==> src/ql_bus_pkg.sv <==
// ql bus package: widths, region and slot enums, request and response structs for the shared bus
`default_nettype none

package ql_bus_pkg;

	// ----------------------------------------------------------------------
	// widths
	// ----------------------------------------------------------------------

	localparam int cpu_addr_w = 20;     // 68008 byte address, 1 MB
	localparam int mem_addr_w = 25;     // external memory word address

	typedef logic [15:0] word_t;        // one bus word

	// processor address regions
	typedef enum logic [2:0] {
		rom,                            // 64k at 0x00000
		base_ram,                       // 128k at 0x20000
		ext_ram,                        // 512k at 0x40000, optional
		io,                             // internal io at 0x18000
		none                            // nothing mapped
	} region_e;

	// who owns the current bus slot
	typedef enum logic {
		video_slot,                     // display and microdrive
		sys_slot                        // processor and download
	} slot_e;

	// ----------------------------------------------------------------------
	// request structs
	// ----------------------------------------------------------------------

	typedef struct packed {
		logic [cpu_addr_w-1:0] addr;    // byte address
		logic                  rd;
		logic                  wr;
		logic                  uds;     // upper byte lane, active high
		logic                  lds;     // lower byte lane
		word_t                 wdata;
	} cpu_req_t;

	typedef struct packed {
		logic                  active;  // download in progress
		logic [4:0]            index;   // 0 and 3 are rom images
		logic [mem_addr_w-1:0] addr;    // already a word address
		word_t                 data;
		logic                  write;   // word ready
	} dl_req_t;

	typedef struct packed {
		logic        rd;
		logic [18:0] addr;              // word address into screen memory
	} disp_req_t;

	typedef struct packed {
		logic                  read1;   // mdv1 wants a word
		logic                  read2;   // mdv2 wants a word
		logic                  seldrive;
		logic [mem_addr_w-1:0] addr1;
		logic [mem_addr_w-1:0] addr2;
	} mdv_req_t;

	// one transfer as seen by the memory controller
	typedef struct packed {
		logic [mem_addr_w-1:0] addr;
		logic                  we;
		logic                  oe;
		logic                  uds;
		logic                  lds;
		word_t                 wdata;
	} mem_req_t;

	typedef struct packed {
		mem_req_t req;
		logic     need;                 // slot wants the memory
		logic     skip;                 // slot has work but no memory transfer
	} slot_req_t;

	// word handed back to display or microdrive
	typedef struct packed {
		logic  valid;
		logic  to_mdv;
		logic  drive;                   // 1 = mdv2
		word_t data;
	} fetch_t;

endpackage

`default_nettype wire

==> src/cpu_reset_gen.sv <==
// cpu reset gen: stretched processor reset after system reset, button or rom download
`default_nettype none
`timescale 1ns/1ps

module cpu_reset_gen #(
	parameter int reset_len = 4095              // stretch in clk2 cycles
) (
	input  logic                clk2,
	input  logic                rst,
	input  logic                reset_button,
	input  ql_bus_pkg::dl_req_t dl_req,
	output logic                cpu_reset
);

	localparam int cnt_w = $clog2(reset_len + 1);

	logic [cnt_w-1:0] cnt;
	logic             rom_dl;

	// a rom image overwrites code the cpu would run
	assign rom_dl = dl_req.active && (dl_req.index == 5'd0 || dl_req.index == 5'd3);

	always_ff @(posedge clk2) begin
		if (rst || reset_button || rom_dl)
			cnt <= cnt_w'(reset_len);                // reload, counts from the last cause
		else if (cnt != '0)
			cnt <= cnt - cnt_w'(1);
	end

	assign cpu_reset = (cnt != '0);

endmodule

`default_nettype wire

==> src/sys_port.sv <==
// sys port: processor and download muxing onto the system slot, address decode and read return
`default_nettype none
`timescale 1ns/1ps

module sys_port (
	input  logic                 clk2,
	input  logic                 rst,
	input  ql_bus_pkg::cpu_req_t cpu_req,
	input  logic                 ram_640k,
	input  ql_bus_pkg::dl_req_t  dl_req,
	input  logic                 slot_done,
	input  logic                 is_sys,
	input  ql_bus_pkg::word_t    rd_word,
	output ql_bus_pkg::slot_req_t sys_slot,
	output logic                 cpu_done,
	output ql_bus_pkg::word_t    cpu_rdata
);
	import ql_bus_pkg::*;

	region_e region;
	logic    cpu_act;     // live access, muted in the done cycle
	logic    cpu_ram;
	logic    cpu_mem_rd;  // read served from memory
	logic    cpu_need;
	logic    dl_mode;     // stays set until the last download slot is done
	logic    dl_sel;
	logic    sys_end;

	// ----------------------------------------------------------------------
	// address decode
	// ----------------------------------------------------------------------

	always_comb begin
		if (cpu_req.addr[19:16] == 4'h0)
			region = rom;                                   // 00000-0ffff
		else if (cpu_req.addr[19:14] == 6'b000110)
			region = io;                                    // 18000-1bfff
		else if (cpu_req.addr[19:17] == 3'b001)
			region = base_ram;                              // 20000-3ffff
		else if (ram_640k && (cpu_req.addr[19:18] == 2'b01 ||
		                      cpu_req.addr[19:18] == 2'b10))
			region = ext_ram;                               // 40000-bffff
		else
			region = none;
	end

	assign cpu_act    = (cpu_req.rd || cpu_req.wr) && !cpu_done;
	assign cpu_ram    = (region == base_ram) || (region == ext_ram);
	assign cpu_mem_rd = cpu_req.rd && (cpu_ram || region == rom);
	assign cpu_need   = cpu_mem_rd || (cpu_req.wr && cpu_ram); // rom is read only
	assign dl_sel     = dl_req.active || dl_mode;
	assign sys_end    = slot_done && is_sys;

	// ----------------------------------------------------------------------
	// slot request
	// ----------------------------------------------------------------------

	always_comb begin
		sys_slot = '0;
		if (dl_sel) begin
			// download owns the slot, processor waits
			sys_slot.req.addr  = dl_req.addr;
			sys_slot.req.we    = 1'b1;
			sys_slot.req.uds   = 1'b1;
			sys_slot.req.lds   = 1'b1;
			sys_slot.req.wdata = dl_req.data;
			sys_slot.need      = dl_req.active && dl_req.write;
			sys_slot.skip      = !dl_req.active;          // one empty pass closes dl mode
		end else begin
			sys_slot.req.addr  = mem_addr_w'(cpu_req.addr[cpu_addr_w-1:1]); // byte to word
			sys_slot.req.we    = cpu_req.wr && cpu_ram;
			sys_slot.req.oe    = cpu_mem_rd;
			sys_slot.req.uds   = cpu_req.uds;
			sys_slot.req.lds   = cpu_req.lds;
			sys_slot.req.wdata = cpu_req.wdata;
			sys_slot.need      = cpu_act && cpu_need;
			sys_slot.skip      = cpu_act && !cpu_need;    // io, unmapped, rom write
		end
	end

	// download mode tail, covers a download slot still in flight
	always_ff @(posedge clk2) begin
		if (rst)
			dl_mode <= 1'b0;
		else if (dl_req.active)
			dl_mode <= 1'b1;
		else if (sys_end)
			dl_mode <= 1'b0;
	end

	// ----------------------------------------------------------------------
	// completion back to the processor
	// ----------------------------------------------------------------------

	always_ff @(posedge clk2) begin
		if (rst)
			cpu_done <= 1'b0;
		else
			cpu_done <= sys_end && !dl_sel;               // single cycle strobe
	end

	always_ff @(posedge clk2) begin
		if (sys_end && !dl_sel)
			cpu_rdata <= cpu_mem_rd ? rd_word : 16'hffff; // open bus reads as ones
	end

endmodule

`default_nettype wire

==> src/video_port.sv <==
// video port: display and microdrive address select for the video slot, fetched word latch
`default_nettype none
`timescale 1ns/1ps

module video_port (
	input  logic                  clk2,
	input  logic                  rst,
	input  ql_bus_pkg::disp_req_t disp_req,
	input  ql_bus_pkg::mdv_req_t  mdv_req,
	input  logic                  slot_done,
	input  logic                  is_video,
	input  ql_bus_pkg::word_t     rd_word,
	output ql_bus_pkg::slot_req_t video_slot,
	output ql_bus_pkg::fetch_t    fetch_out
);
	import ql_bus_pkg::*;

	logic  mdv_any;
	logic  want;
	logic  lock;                  // source choice frozen for the slot in flight
	logic  lk_mdv, lk_drive;
	logic  use_mdv, use_drive;
	logic  video_end;
	logic  fetch_valid, fetch_mdv, fetch_drive;
	word_t fetch_data;

	assign mdv_any   = mdv_req.read1 || mdv_req.read2;
	assign want      = (mdv_any || disp_req.rd) && !fetch_valid;  // quiet while handing over
	assign use_mdv   = lock ? lk_mdv : mdv_any;                   // microdrive beats display
	assign use_drive = lock ? lk_drive : mdv_req.seldrive;
	assign video_end = slot_done && is_video;

	// read only slot, both lanes
	always_comb begin
		video_slot = '0;
		if (use_mdv)
			video_slot.req.addr = use_drive ? mdv_req.addr2 : mdv_req.addr1;
		else
			video_slot.req.addr = mem_addr_w'(disp_req.addr);
		video_slot.req.oe  = 1'b1;
		video_slot.req.uds = 1'b1;
		video_slot.req.lds = 1'b1;
		video_slot.need    = want;
	end

	always_ff @(posedge clk2) begin
		if (rst)
			lock <= 1'b0;
		else if (video_end)
			lock <= 1'b0;
		else if (want)
			lock <= 1'b1;
	end

	always_ff @(posedge clk2) begin
		if (!lock) begin
			lk_mdv   <= mdv_any;
			lk_drive <= mdv_req.seldrive;
		end
	end

	// ----------------------------------------------------------------------
	// fetch register, held while the system slot runs
	// ----------------------------------------------------------------------

	always_ff @(posedge clk2) begin
		if (rst)
			fetch_valid <= 1'b0;
		else
			fetch_valid <= video_end;
	end

	always_ff @(posedge clk2) begin
		if (video_end) begin
			fetch_mdv   <= use_mdv;
			fetch_drive <= use_mdv && use_drive;          // 0 for display words
			fetch_data  <= rd_word;
		end
	end

	always_comb begin
		fetch_out.valid  = fetch_valid;
		fetch_out.to_mdv = fetch_mdv;
		fetch_out.drive  = fetch_drive;
		fetch_out.data   = fetch_data;
	end

endmodule

`default_nettype wire

==> src/slot_sequencer.sv <==
// slot sequencer: alternates video and system slots and runs the four-phase memory handshake
`default_nettype none
`timescale 1ns/1ps

module slot_sequencer (
	input  logic                  clk2,
	input  logic                  rst,
	input  ql_bus_pkg::slot_req_t sys_slot,
	input  ql_bus_pkg::slot_req_t video_slot,
	output ql_bus_pkg::mem_req_t  mem_req,
	output logic                  mem_req_valid,
	input  logic                  mem_ack,
	input  ql_bus_pkg::word_t     mem_rdata,
	output logic                  slot_done,
	output ql_bus_pkg::slot_e     owner,
	output ql_bus_pkg::word_t     rd_word
);
	import ql_bus_pkg::*;

	typedef enum logic [1:0] {
		pick,          // start the slot of owner
		wait_ack_hi,   // req high, waiting for ack
		wait_ack_lo,   // req low, waiting for ack to drop
		finish         // done for owner, next slot starts here too
	} seq_state_e;

	seq_state_e state;
	slot_e      start_own;   // slot that starts this cycle
	slot_e      after_own;   // the one after it
	slot_req_t  start_req;
	logic       slot_start;

	// the port enum literals are hidden by the port names, so scope them
	always_comb begin
		start_own = (state == finish) ? slot_e'(~owner) : owner;
		after_own = slot_e'(~start_own);
		start_req = (start_own == ql_bus_pkg::sys_slot) ? sys_slot : video_slot;
	end

	assign slot_start = (state == pick) || (state == finish);
	assign slot_done  = (state == finish);   // owner still names the finishing slot

	// ----------------------------------------------------------------------
	// sequencer FSM
	// ----------------------------------------------------------------------

	always_ff @(posedge clk2) begin
		if (rst) begin
			state         <= pick;
			owner         <= ql_bus_pkg::video_slot;
			mem_req_valid <= 1'b0;
		end else begin
			case (state)
				pick, finish: begin
					if (start_req.need) begin
						owner         <= start_own;
						mem_req_valid <= 1'b1;          // req up one cycle after start
						state         <= wait_ack_hi;
					end else if (start_req.skip) begin
						owner <= start_own;
						state <= finish;                // done next cycle, no memory
					end else begin
						owner <= after_own;             // empty slot, one cycle
						state <= pick;
					end
				end
				wait_ack_hi: begin
					if (mem_ack) begin
						mem_req_valid <= 1'b0;          // phase 3
						state         <= wait_ack_lo;
					end
				end
				wait_ack_lo: begin
					if (!mem_ack)
						state <= finish;                // req may rise again from here
				end
				default: begin
					state <= pick;
				end
			endcase
		end
	end

	// ----------------------------------------------------------------------
	// request and data registers
	// ----------------------------------------------------------------------

	// request held stable from req rise until ack falls
	always_ff @(posedge clk2) begin
		if (slot_start && start_req.need)
			mem_req <= start_req.req;
	end

	// read data valid while ack is high, take it on the rise
	always_ff @(posedge clk2) begin
		if (state == wait_ack_hi && mem_ack)
			rd_word <= mem_rdata;
	end

endmodule

`default_nettype wire

==> src/ql_bus_arbiter.sv <==
// ql bus arbiter: shared memory bus top, system and video ports, slot sequencer and cpu reset
`default_nettype none
`timescale 1ns/1ps

module ql_bus_arbiter #(
	parameter int reset_len = 4095
) (
	input  logic                  clk2,
	input  logic                  rst,
	input  logic                  reset_button,
	input  ql_bus_pkg::cpu_req_t  cpu_req,
	input  logic                  ram_640k,
	input  ql_bus_pkg::dl_req_t   dl_req,
	input  ql_bus_pkg::disp_req_t disp_req,
	input  ql_bus_pkg::mdv_req_t  mdv_req,
	output logic                  cpu_done,
	output ql_bus_pkg::word_t     cpu_rdata,
	output ql_bus_pkg::fetch_t    fetch_out,
	output logic                  cpu_reset,
	output ql_bus_pkg::mem_req_t  mem_req,
	output logic                  mem_req_valid,
	input  logic                  mem_ack,
	input  ql_bus_pkg::word_t     mem_rdata
);
	import ql_bus_pkg::*;

	slot_req_t sys_sreq;     // processor or download side
	slot_req_t video_sreq;   // display or microdrive side
	slot_e     owner;
	word_t     rd_word;
	logic      slot_done;
	logic      is_sys, is_video;

	assign is_sys   = (owner == sys_slot);
	assign is_video = (owner == video_slot);

	// ----------------------------------------------------------------------
	// slot sources
	// ----------------------------------------------------------------------

	sys_port u_sys_port (
		.clk2      (clk2),
		.rst       (rst),
		.cpu_req   (cpu_req),
		.ram_640k  (ram_640k),
		.dl_req    (dl_req),
		.slot_done (slot_done),
		.is_sys    (is_sys),
		.rd_word   (rd_word),
		.sys_slot  (sys_sreq),
		.cpu_done  (cpu_done),
		.cpu_rdata (cpu_rdata)
	);

	video_port u_video_port (
		.clk2       (clk2),
		.rst        (rst),
		.disp_req   (disp_req),
		.mdv_req    (mdv_req),
		.slot_done  (slot_done),
		.is_video   (is_video),
		.rd_word    (rd_word),
		.video_slot (video_sreq),
		.fetch_out  (fetch_out)
	);

	// ----------------------------------------------------------------------
	// memory side and reset
	// ----------------------------------------------------------------------

	slot_sequencer u_slot_sequencer (
		.clk2          (clk2),
		.rst           (rst),
		.sys_slot      (sys_sreq),
		.video_slot    (video_sreq),
		.mem_req       (mem_req),
		.mem_req_valid (mem_req_valid),
		.mem_ack       (mem_ack),
		.mem_rdata     (mem_rdata),
		.slot_done     (slot_done),
		.owner         (owner),
		.rd_word       (rd_word)
	);

	cpu_reset_gen #(
		.reset_len (reset_len)
	) u_cpu_reset_gen (
		.clk2         (clk2),
		.rst          (rst),
		.reset_button (reset_button),
		.dl_req       (dl_req),
		.cpu_reset    (cpu_reset)
	);

endmodule

`default_nettype wire

==> config.mk <==
export PLATFORM = sky130hd
export DESIGN_NAME = ql_bus_arbiter
export DESIGN_NICKNAME = d
export VERILOG_FILES = /design/src/ql_bus_pkg.sv /design/src/cpu_reset_gen.sv /design/src/sys_port.sv /design/src/video_port.sv /design/src/slot_sequencer.sv /design/src/ql_bus_arbiter.sv
export SDC_FILE = /design/constraint.sdc
export NUM_CORES = 1
export LEC_CHECK = 0
export BUFFER_PORTS_ARGS = -buffer_cell sky130_fd_sc_hd__buf_4
export CAP_MARGIN = 5
export CORE_MARGIN = 2
export CORE_UTILIZATION = 50
export CTS_BUF_LIST = sky130_fd_sc_hd__clkbuf_16
export CTS_CLUSTER_SIZE = 24
export DETAILED_ROUTE_END_ITERATION = 6
export PLACE_DENSITY_LB_ADDON = 0.08
export SLEW_MARGIN = 20
export SYNTH_ARGS = -nofsm -noshare
export SYNTH_HDL_FRONTEND = slang
export SYNTH_SLANG_ARGS = --single-unit
==> constraint.sdc <==
create_clock -name clk2 -period 11.97 [get_ports clk2]
set_clock_uncertainty 0.05 [all_clocks]
set_input_delay 1.197 -clock clk2 [delete_from_list [all_inputs] [get_ports clk2]]
set_output_delay 1.197 -clock clk2 [all_outputs]
set_load 0.1 [all_outputs]
==> metrics.txt <==
# TYPE chip_impl_metric gauge
chip_impl_info{name="outcome",value="finished, final reports clean"} 1
chip_impl_metric{name="postSynthCellCount",unit=""} 466
chip_impl_metric{name="post_synth_edffs",unit=""} 95
chip_impl_info{name="critical_r2r_launch",value="u_slot_sequencer.state[0]"} 1
chip_impl_metric{name="synth-async-reset-ratio",unit=""} 0
chip_impl_metric{name="worstSkewPairLatency",unit="ns"} 0.40
chip_impl_metric{name="setup_viol_count_final",unit=""} 0
chip_impl_metric{name="overflow",unit=""} 0
chip_impl_info{name="critical_path.most_common_cell",value="sky130_fd_sc_hd__buf_4"} 1
chip_impl_metric{name="mappedNetlistArea",unit="sq um"} 5326
chip_impl_metric{name="finalInstanceArea",unit="sq um"} 7963
chip_impl_metric{name="post_cts_resized",unit=""} 0
chip_impl_metric{name="maxSlewHeadroom",unit=""} 0.2629
chip_impl_metric{name="start_util",unit=""} 0.5159
chip_impl_metric{name="remaining_drc_errors",unit=""} 0
chip_impl_metric{name="placed_area",unit="sq um"} 7432
chip_impl_metric{name="drt_wl_total",unit="mm"} 14.48
chip_impl_metric{name="drt-initial-drc-count",unit=""} 303
chip_impl_info{name="crit_chain",value="buf_4 > or2_1 > nor2_1 > a31o_2 > o22ai_1 > nor2_4 > buf_4"} 1
chip_impl_metric{name="vias_in_the_first_global_route",unit=""} 4469
chip_impl_metric{name="final_nets",unit=""} 916
chip_impl_info{name="worstHoldPathType",value="reg2reg"} 1
chip_impl_metric{name="number_of_warnings_issued_by_yosys",unit=""} 0
chip_impl_metric{name="numPortBuffers",unit=""} 263
chip_impl_metric{name="drt_first_pass_iters",unit=""} 5
chip_impl_metric{name="synth.net_count",unit=""} 655
chip_impl_metric{name="viasPerCell",unit=""} 5.104
chip_impl_metric{name="cts.clk_slew.worst_paths",unit="ns"} 0.05
chip_impl_info{name="hold_start",value="u_slot_sequencer.rd_word[11]"} 1
chip_impl_metric{name="io_pins",unit=""} 265
chip_impl_metric{name="synth.distinct_cells",unit=""} 46
chip_impl_metric{name="cts_sinks",unit=""} 117
chip_impl_metric{name="h-tree-depth",unit=""} 4
chip_impl_metric{name="post_synth_top_area_share",unit=""} 0.5356
chip_impl_metric{name="groute.usage.overall",unit=""} 0.2451
chip_impl_metric{name="cts_buffer_count",unit=""} 17
chip_impl_metric{name="floorplan.die.height",unit="microns"} 107.2
chip_impl_metric{name="timing.critical_path.required",unit="ns"} 11.99
chip_impl_metric{name="grt_start_max_net_pins",unit=""} 64
chip_impl_metric{name="postLayoutCoreUtil",unit=""} 0.7713
chip_impl_info{name="cts_tree",value="yes"} 1
chip_impl_metric{name="globalplace.congestion",unit=""} 0.8427
chip_impl_metric{name="final.setup.tns",unit="ns"} 0
chip_impl_metric{name="worstMarginPinSlew",unit="ns"} 1.106
chip_impl_info{name="worst_setup_path_end_kind",value="flip-flop"} 1
chip_impl_metric{name="die_footprint",unit="sq um"} 11490
chip_impl_metric{name="areaGrowthSynthToFinish",unit="%"} 49.50
chip_impl_metric{name="antennaDiodeCount",unit=""} 0
chip_impl_metric{name="met2_usage",unit=""} 0.4435
chip_impl_metric{name="post_drt_wl_per_cell",unit="microns"} 16.52
chip_impl_metric{name="power_density",unit="nW/um^2"} 271.5
chip_impl_metric{name="cts_setup_buffers",unit=""} 0
chip_impl_metric{name="grt_antenna_before_repair",unit=""} 0
chip_impl_metric{name="final.period_utilization",unit=""} 0.2870
chip_impl_metric{name="antenna_viol_nets_final",unit=""} 0
chip_impl_metric{name="postSynthRegisterBits",unit=""} 117
chip_impl_info{name="worst_path_max_delay_cell",value="sky130_fd_sc_hd__or2_1"} 1
chip_impl_metric{name="routed_vias",unit=""} 4471
chip_impl_metric{name="hold_viol",unit=""} 0
chip_impl_metric{name="power.static_leakage",unit="nW"} 3.508
chip_impl_metric{name="rows",unit=""} 37
chip_impl_metric{name="drv_slew",unit=""} 0
chip_impl_metric{name="grt_use_met3",unit=""} 0.06565
chip_impl_metric{name="fillerInstances",unit=""} 704
chip_impl_metric{name="post_layout_nonfiller_instances",unit=""} 876
chip_impl_metric{name="placed_wire_length_estimate",unit="mm"} 10.66
chip_impl_metric{name="die_x",unit="microns"} 107.2
chip_impl_info{name="grt_setup_unrepaired",value="no"} 1
chip_impl_metric{name="timing.max_cap.violations",unit=""} 0
chip_impl_metric{name="gr-usage-met1",unit=""} 0.2799
chip_impl_info{name="synth_area_leader_cell",value="sky130_fd_sc_hd__edfxtp_1"} 1
chip_impl_metric{name="ctsLongestPathBuffers",unit=""} 2
chip_impl_metric{name="layout_cells_sized_above_1",unit=""} 0.4392
chip_impl_metric{name="vdd_ir_drop_max",unit="mV"} 0.1883
chip_impl_info{name="start_point_of_the_critical_path",value="dl_req[47]"} 1
chip_impl_metric{name="arrival",unit="ns"} 3.46
chip_impl_info{name="netlist_top_cells_area",value="sky130_fd_sc_hd__edfxtp_1 54%, sky130_fd_sc_hd__mux2i_1 9.0%, sky130_fd_sc_hd__dfxtp_1 8.3%, sky130_fd_sc_hd__nand2_1 6.7%, sky130_fd_sc_hd__o21ai_0 4.8%"} 1
chip_impl_metric{name="ctsHoldBuffers",unit=""} 0
chip_impl_metric{name="cp_slowest_stage_delay",unit="ns"} 0.85
chip_impl_metric{name="synth_seq_area_share",unit=""} 0.6183
chip_impl_metric{name="grt_first_pass_wirelength",unit="mm"} 21.47
chip_impl_metric{name="synthesis.area_per_instance",unit="sq um"} 11.43
chip_impl_info{name="ys.flop_type",value="sky130_fd_sc_hd__edfxtp_1"} 1
chip_impl_metric{name="coreArea",unit="sq um"} 10320
chip_impl_info{name="clock_tree.root_cell",value="sky130_fd_sc_hd__clkbuf_16"} 1
chip_impl_metric{name="placed_cells_incl_taps",unit=""} 844
chip_impl_metric{name="maxClockFrequency",unit="GHz"} 0.2911
chip_impl_info{name="critPathLaunchType",value="primary input"} 1
chip_impl_info{name="busiest_layer",value="met2"} 1
chip_impl_metric{name="layout_min_cycle_time",unit="ns"} 3.435
chip_impl_metric{name="crit_path_max_fanout",unit=""} 45
chip_impl_info{name="path_class",value="in2reg"} 1
## worst paths after layout
kind                                                     end  cells past startpoint  slack (ns)
worst max-delay path            u_slot_sequencer.mem_req[21]                      7        8.53
worst min-delay path             u_video_port.fetch_data[11]                      0        0.39
worst max register to register  u_slot_sequencer.mem_req[21]                      8        8.76
worst min register to register   u_video_port.fetch_data[11]                      0        0.39
## registers in the layout, indices dropped and copies added, names as in the netlist
register,count
u_slot_sequencer.mem_req,45
u_sys_port.cpu_done,1
u_video_port.fetch_data,16
u_video_port.fetch_drive,1
u_slot_sequencer.mem_req_valid,1
u_video_port.lk_mdv,1
u_sys_port.cpu_rdata,16
u_video_port.lk_drive,1
u_video_port.fetch_valid,1
u_video_port.fetch_mdv,1
u_cpu_reset_gen.cnt,12
u_slot_sequencer.owner,1
u_slot_sequencer.state,2
u_sys_port.dl_mode,1
u_video_port.lock,1
u_slot_sequencer.rd_word,16
## critical path, delay by kind of cell
family	cells	cell delay [ns]
simple gates	3	1.01
compound gates	2	0.75
buf+inv	2	0.47
## synth_stat cells, drive strengths merged, types with 7 or more instances
| cell type | count |
|---|---|
| or2 | 17 |
| nor3 | 8 |
| buf | 10 |
| a21oi | 23 |
| clkbuf | 16 |
| ha | 7 |
| nand2 | 96 |
| dfxtp | 22 |
| mux2i | 48 |
| edfxtp | 95 |
| nor2 | 15 |
| inv | 15 |
| o21ai | 54 |
## where the power goes
group	switching [mW]	internal (mW)
Combinational	0.859	0.221
Clock	0.181	0.264
Sequential	0.0356	0.600
## cell usage in the layout (no fill, tap or decap), types with 2 or more instances in the layout
cell	Yosys	layout
sky130_fd_sc_hd__or3_1	4	4
sky130_fd_sc_hd__o21ai_0	51	51
sky130_fd_sc_hd__clkbuf_16	0	17
sky130_fd_sc_hd__clkinvlp_4	0	4
sky130_fd_sc_hd__clkinv_1	0	2
sky130_fd_sc_hd__inv_1	14	14
sky130_fd_sc_hd__inv_6	0	3
sky130_fd_sc_hd__or2_2	14	14
sky130_fd_sc_hd__dfxtp_1	22	22
sky130_fd_sc_hd__nand3_1	3	3
sky130_fd_sc_hd__clkinv_4	0	3
sky130_fd_sc_hd__xnor2_1	5	5
sky130_fd_sc_hd__ha_1	7	6
sky130_fd_sc_hd__nand2b_1	3	3
sky130_fd_sc_hd__a211oi_1	2	2
sky130_fd_sc_hd__buf_4	5	268
sky130_fd_sc_hd__clkinv_2	0	3
sky130_fd_sc_hd__mux2i_1	48	47
sky130_fd_sc_hd__nor2b_1	2	2
sky130_fd_sc_hd__nor2_1	15	13
sky130_fd_sc_hd__edfxtp_1	95	95
sky130_fd_sc_hd__a21oi_1	22	22
sky130_fd_sc_hd__nor3_1	8	8
sky130_fd_sc_hd__nand2_1	95	95
sky130_fd_sc_hd__o21ai_1	3	3
sky130_fd_sc_hd__nor4_1	2	2
sky130_fd_sc_hd__or2_1	3	3
sky130_fd_sc_hd__nor2_4	0	2
## layer usage
metal,routed length [microns],vias to the layer above,share of wire
li1,-,2187,-
met1,5515,2081,0.38
met2,7720,189,0.53
met3,1031,14,0.071
met4,208,0,0.014
met5,0,-,0
## per-stage QoR
| step | setup WS (ns) | power (mW) | hold slack, ns |
|---|---|---|---|
| after global routing | 8.369 | 2.241 | 0.4003 |
| after CTS | 8.577 | 2.173 | 0.3930 |
| after floorplan | 7.495 | 1.468 | 0.3679 |
| final | 8.535 | 2.162 | 0.3916 |
| after global placement | 8.231 | 1.709 | 0.3706 |
| after detailed placement | 8.175 | 1.725 | 0.3802 |
## layout make-up
class / instances / area [sq um] / area share
clock buffer: 17 / 425.4 / 0.05343
tap: 136 / 170.2 / 0.02137
inverter: 15 / 56.30 / 0.007071
timing repair buffer: 268 / 2012 / 0.2527
clock inverter: 15 / 105.1 / 0.01320
sequential: 117 / 3293 / 0.4136
multi-input combinational: 308 / 1901 / 0.2387
## cell families (layout without fill, tap and decap cells)
kind of cell             after synthesis  count (layout)  synth area share
XOR/XNOR                               6               6          0.009866
AND/OR/NAND/NOR                      158             158            0.1402
AO/OA/AOI/OAI                         89              89           0.09185
adder cells (fa/ha/maj)                7               7           0.01644
buffers and inverters                 41             315           0.03312
multiplexers                          48              48           0.09020
flip-flops                           117             117            0.6183
Power figures use the tool's default switching activity.
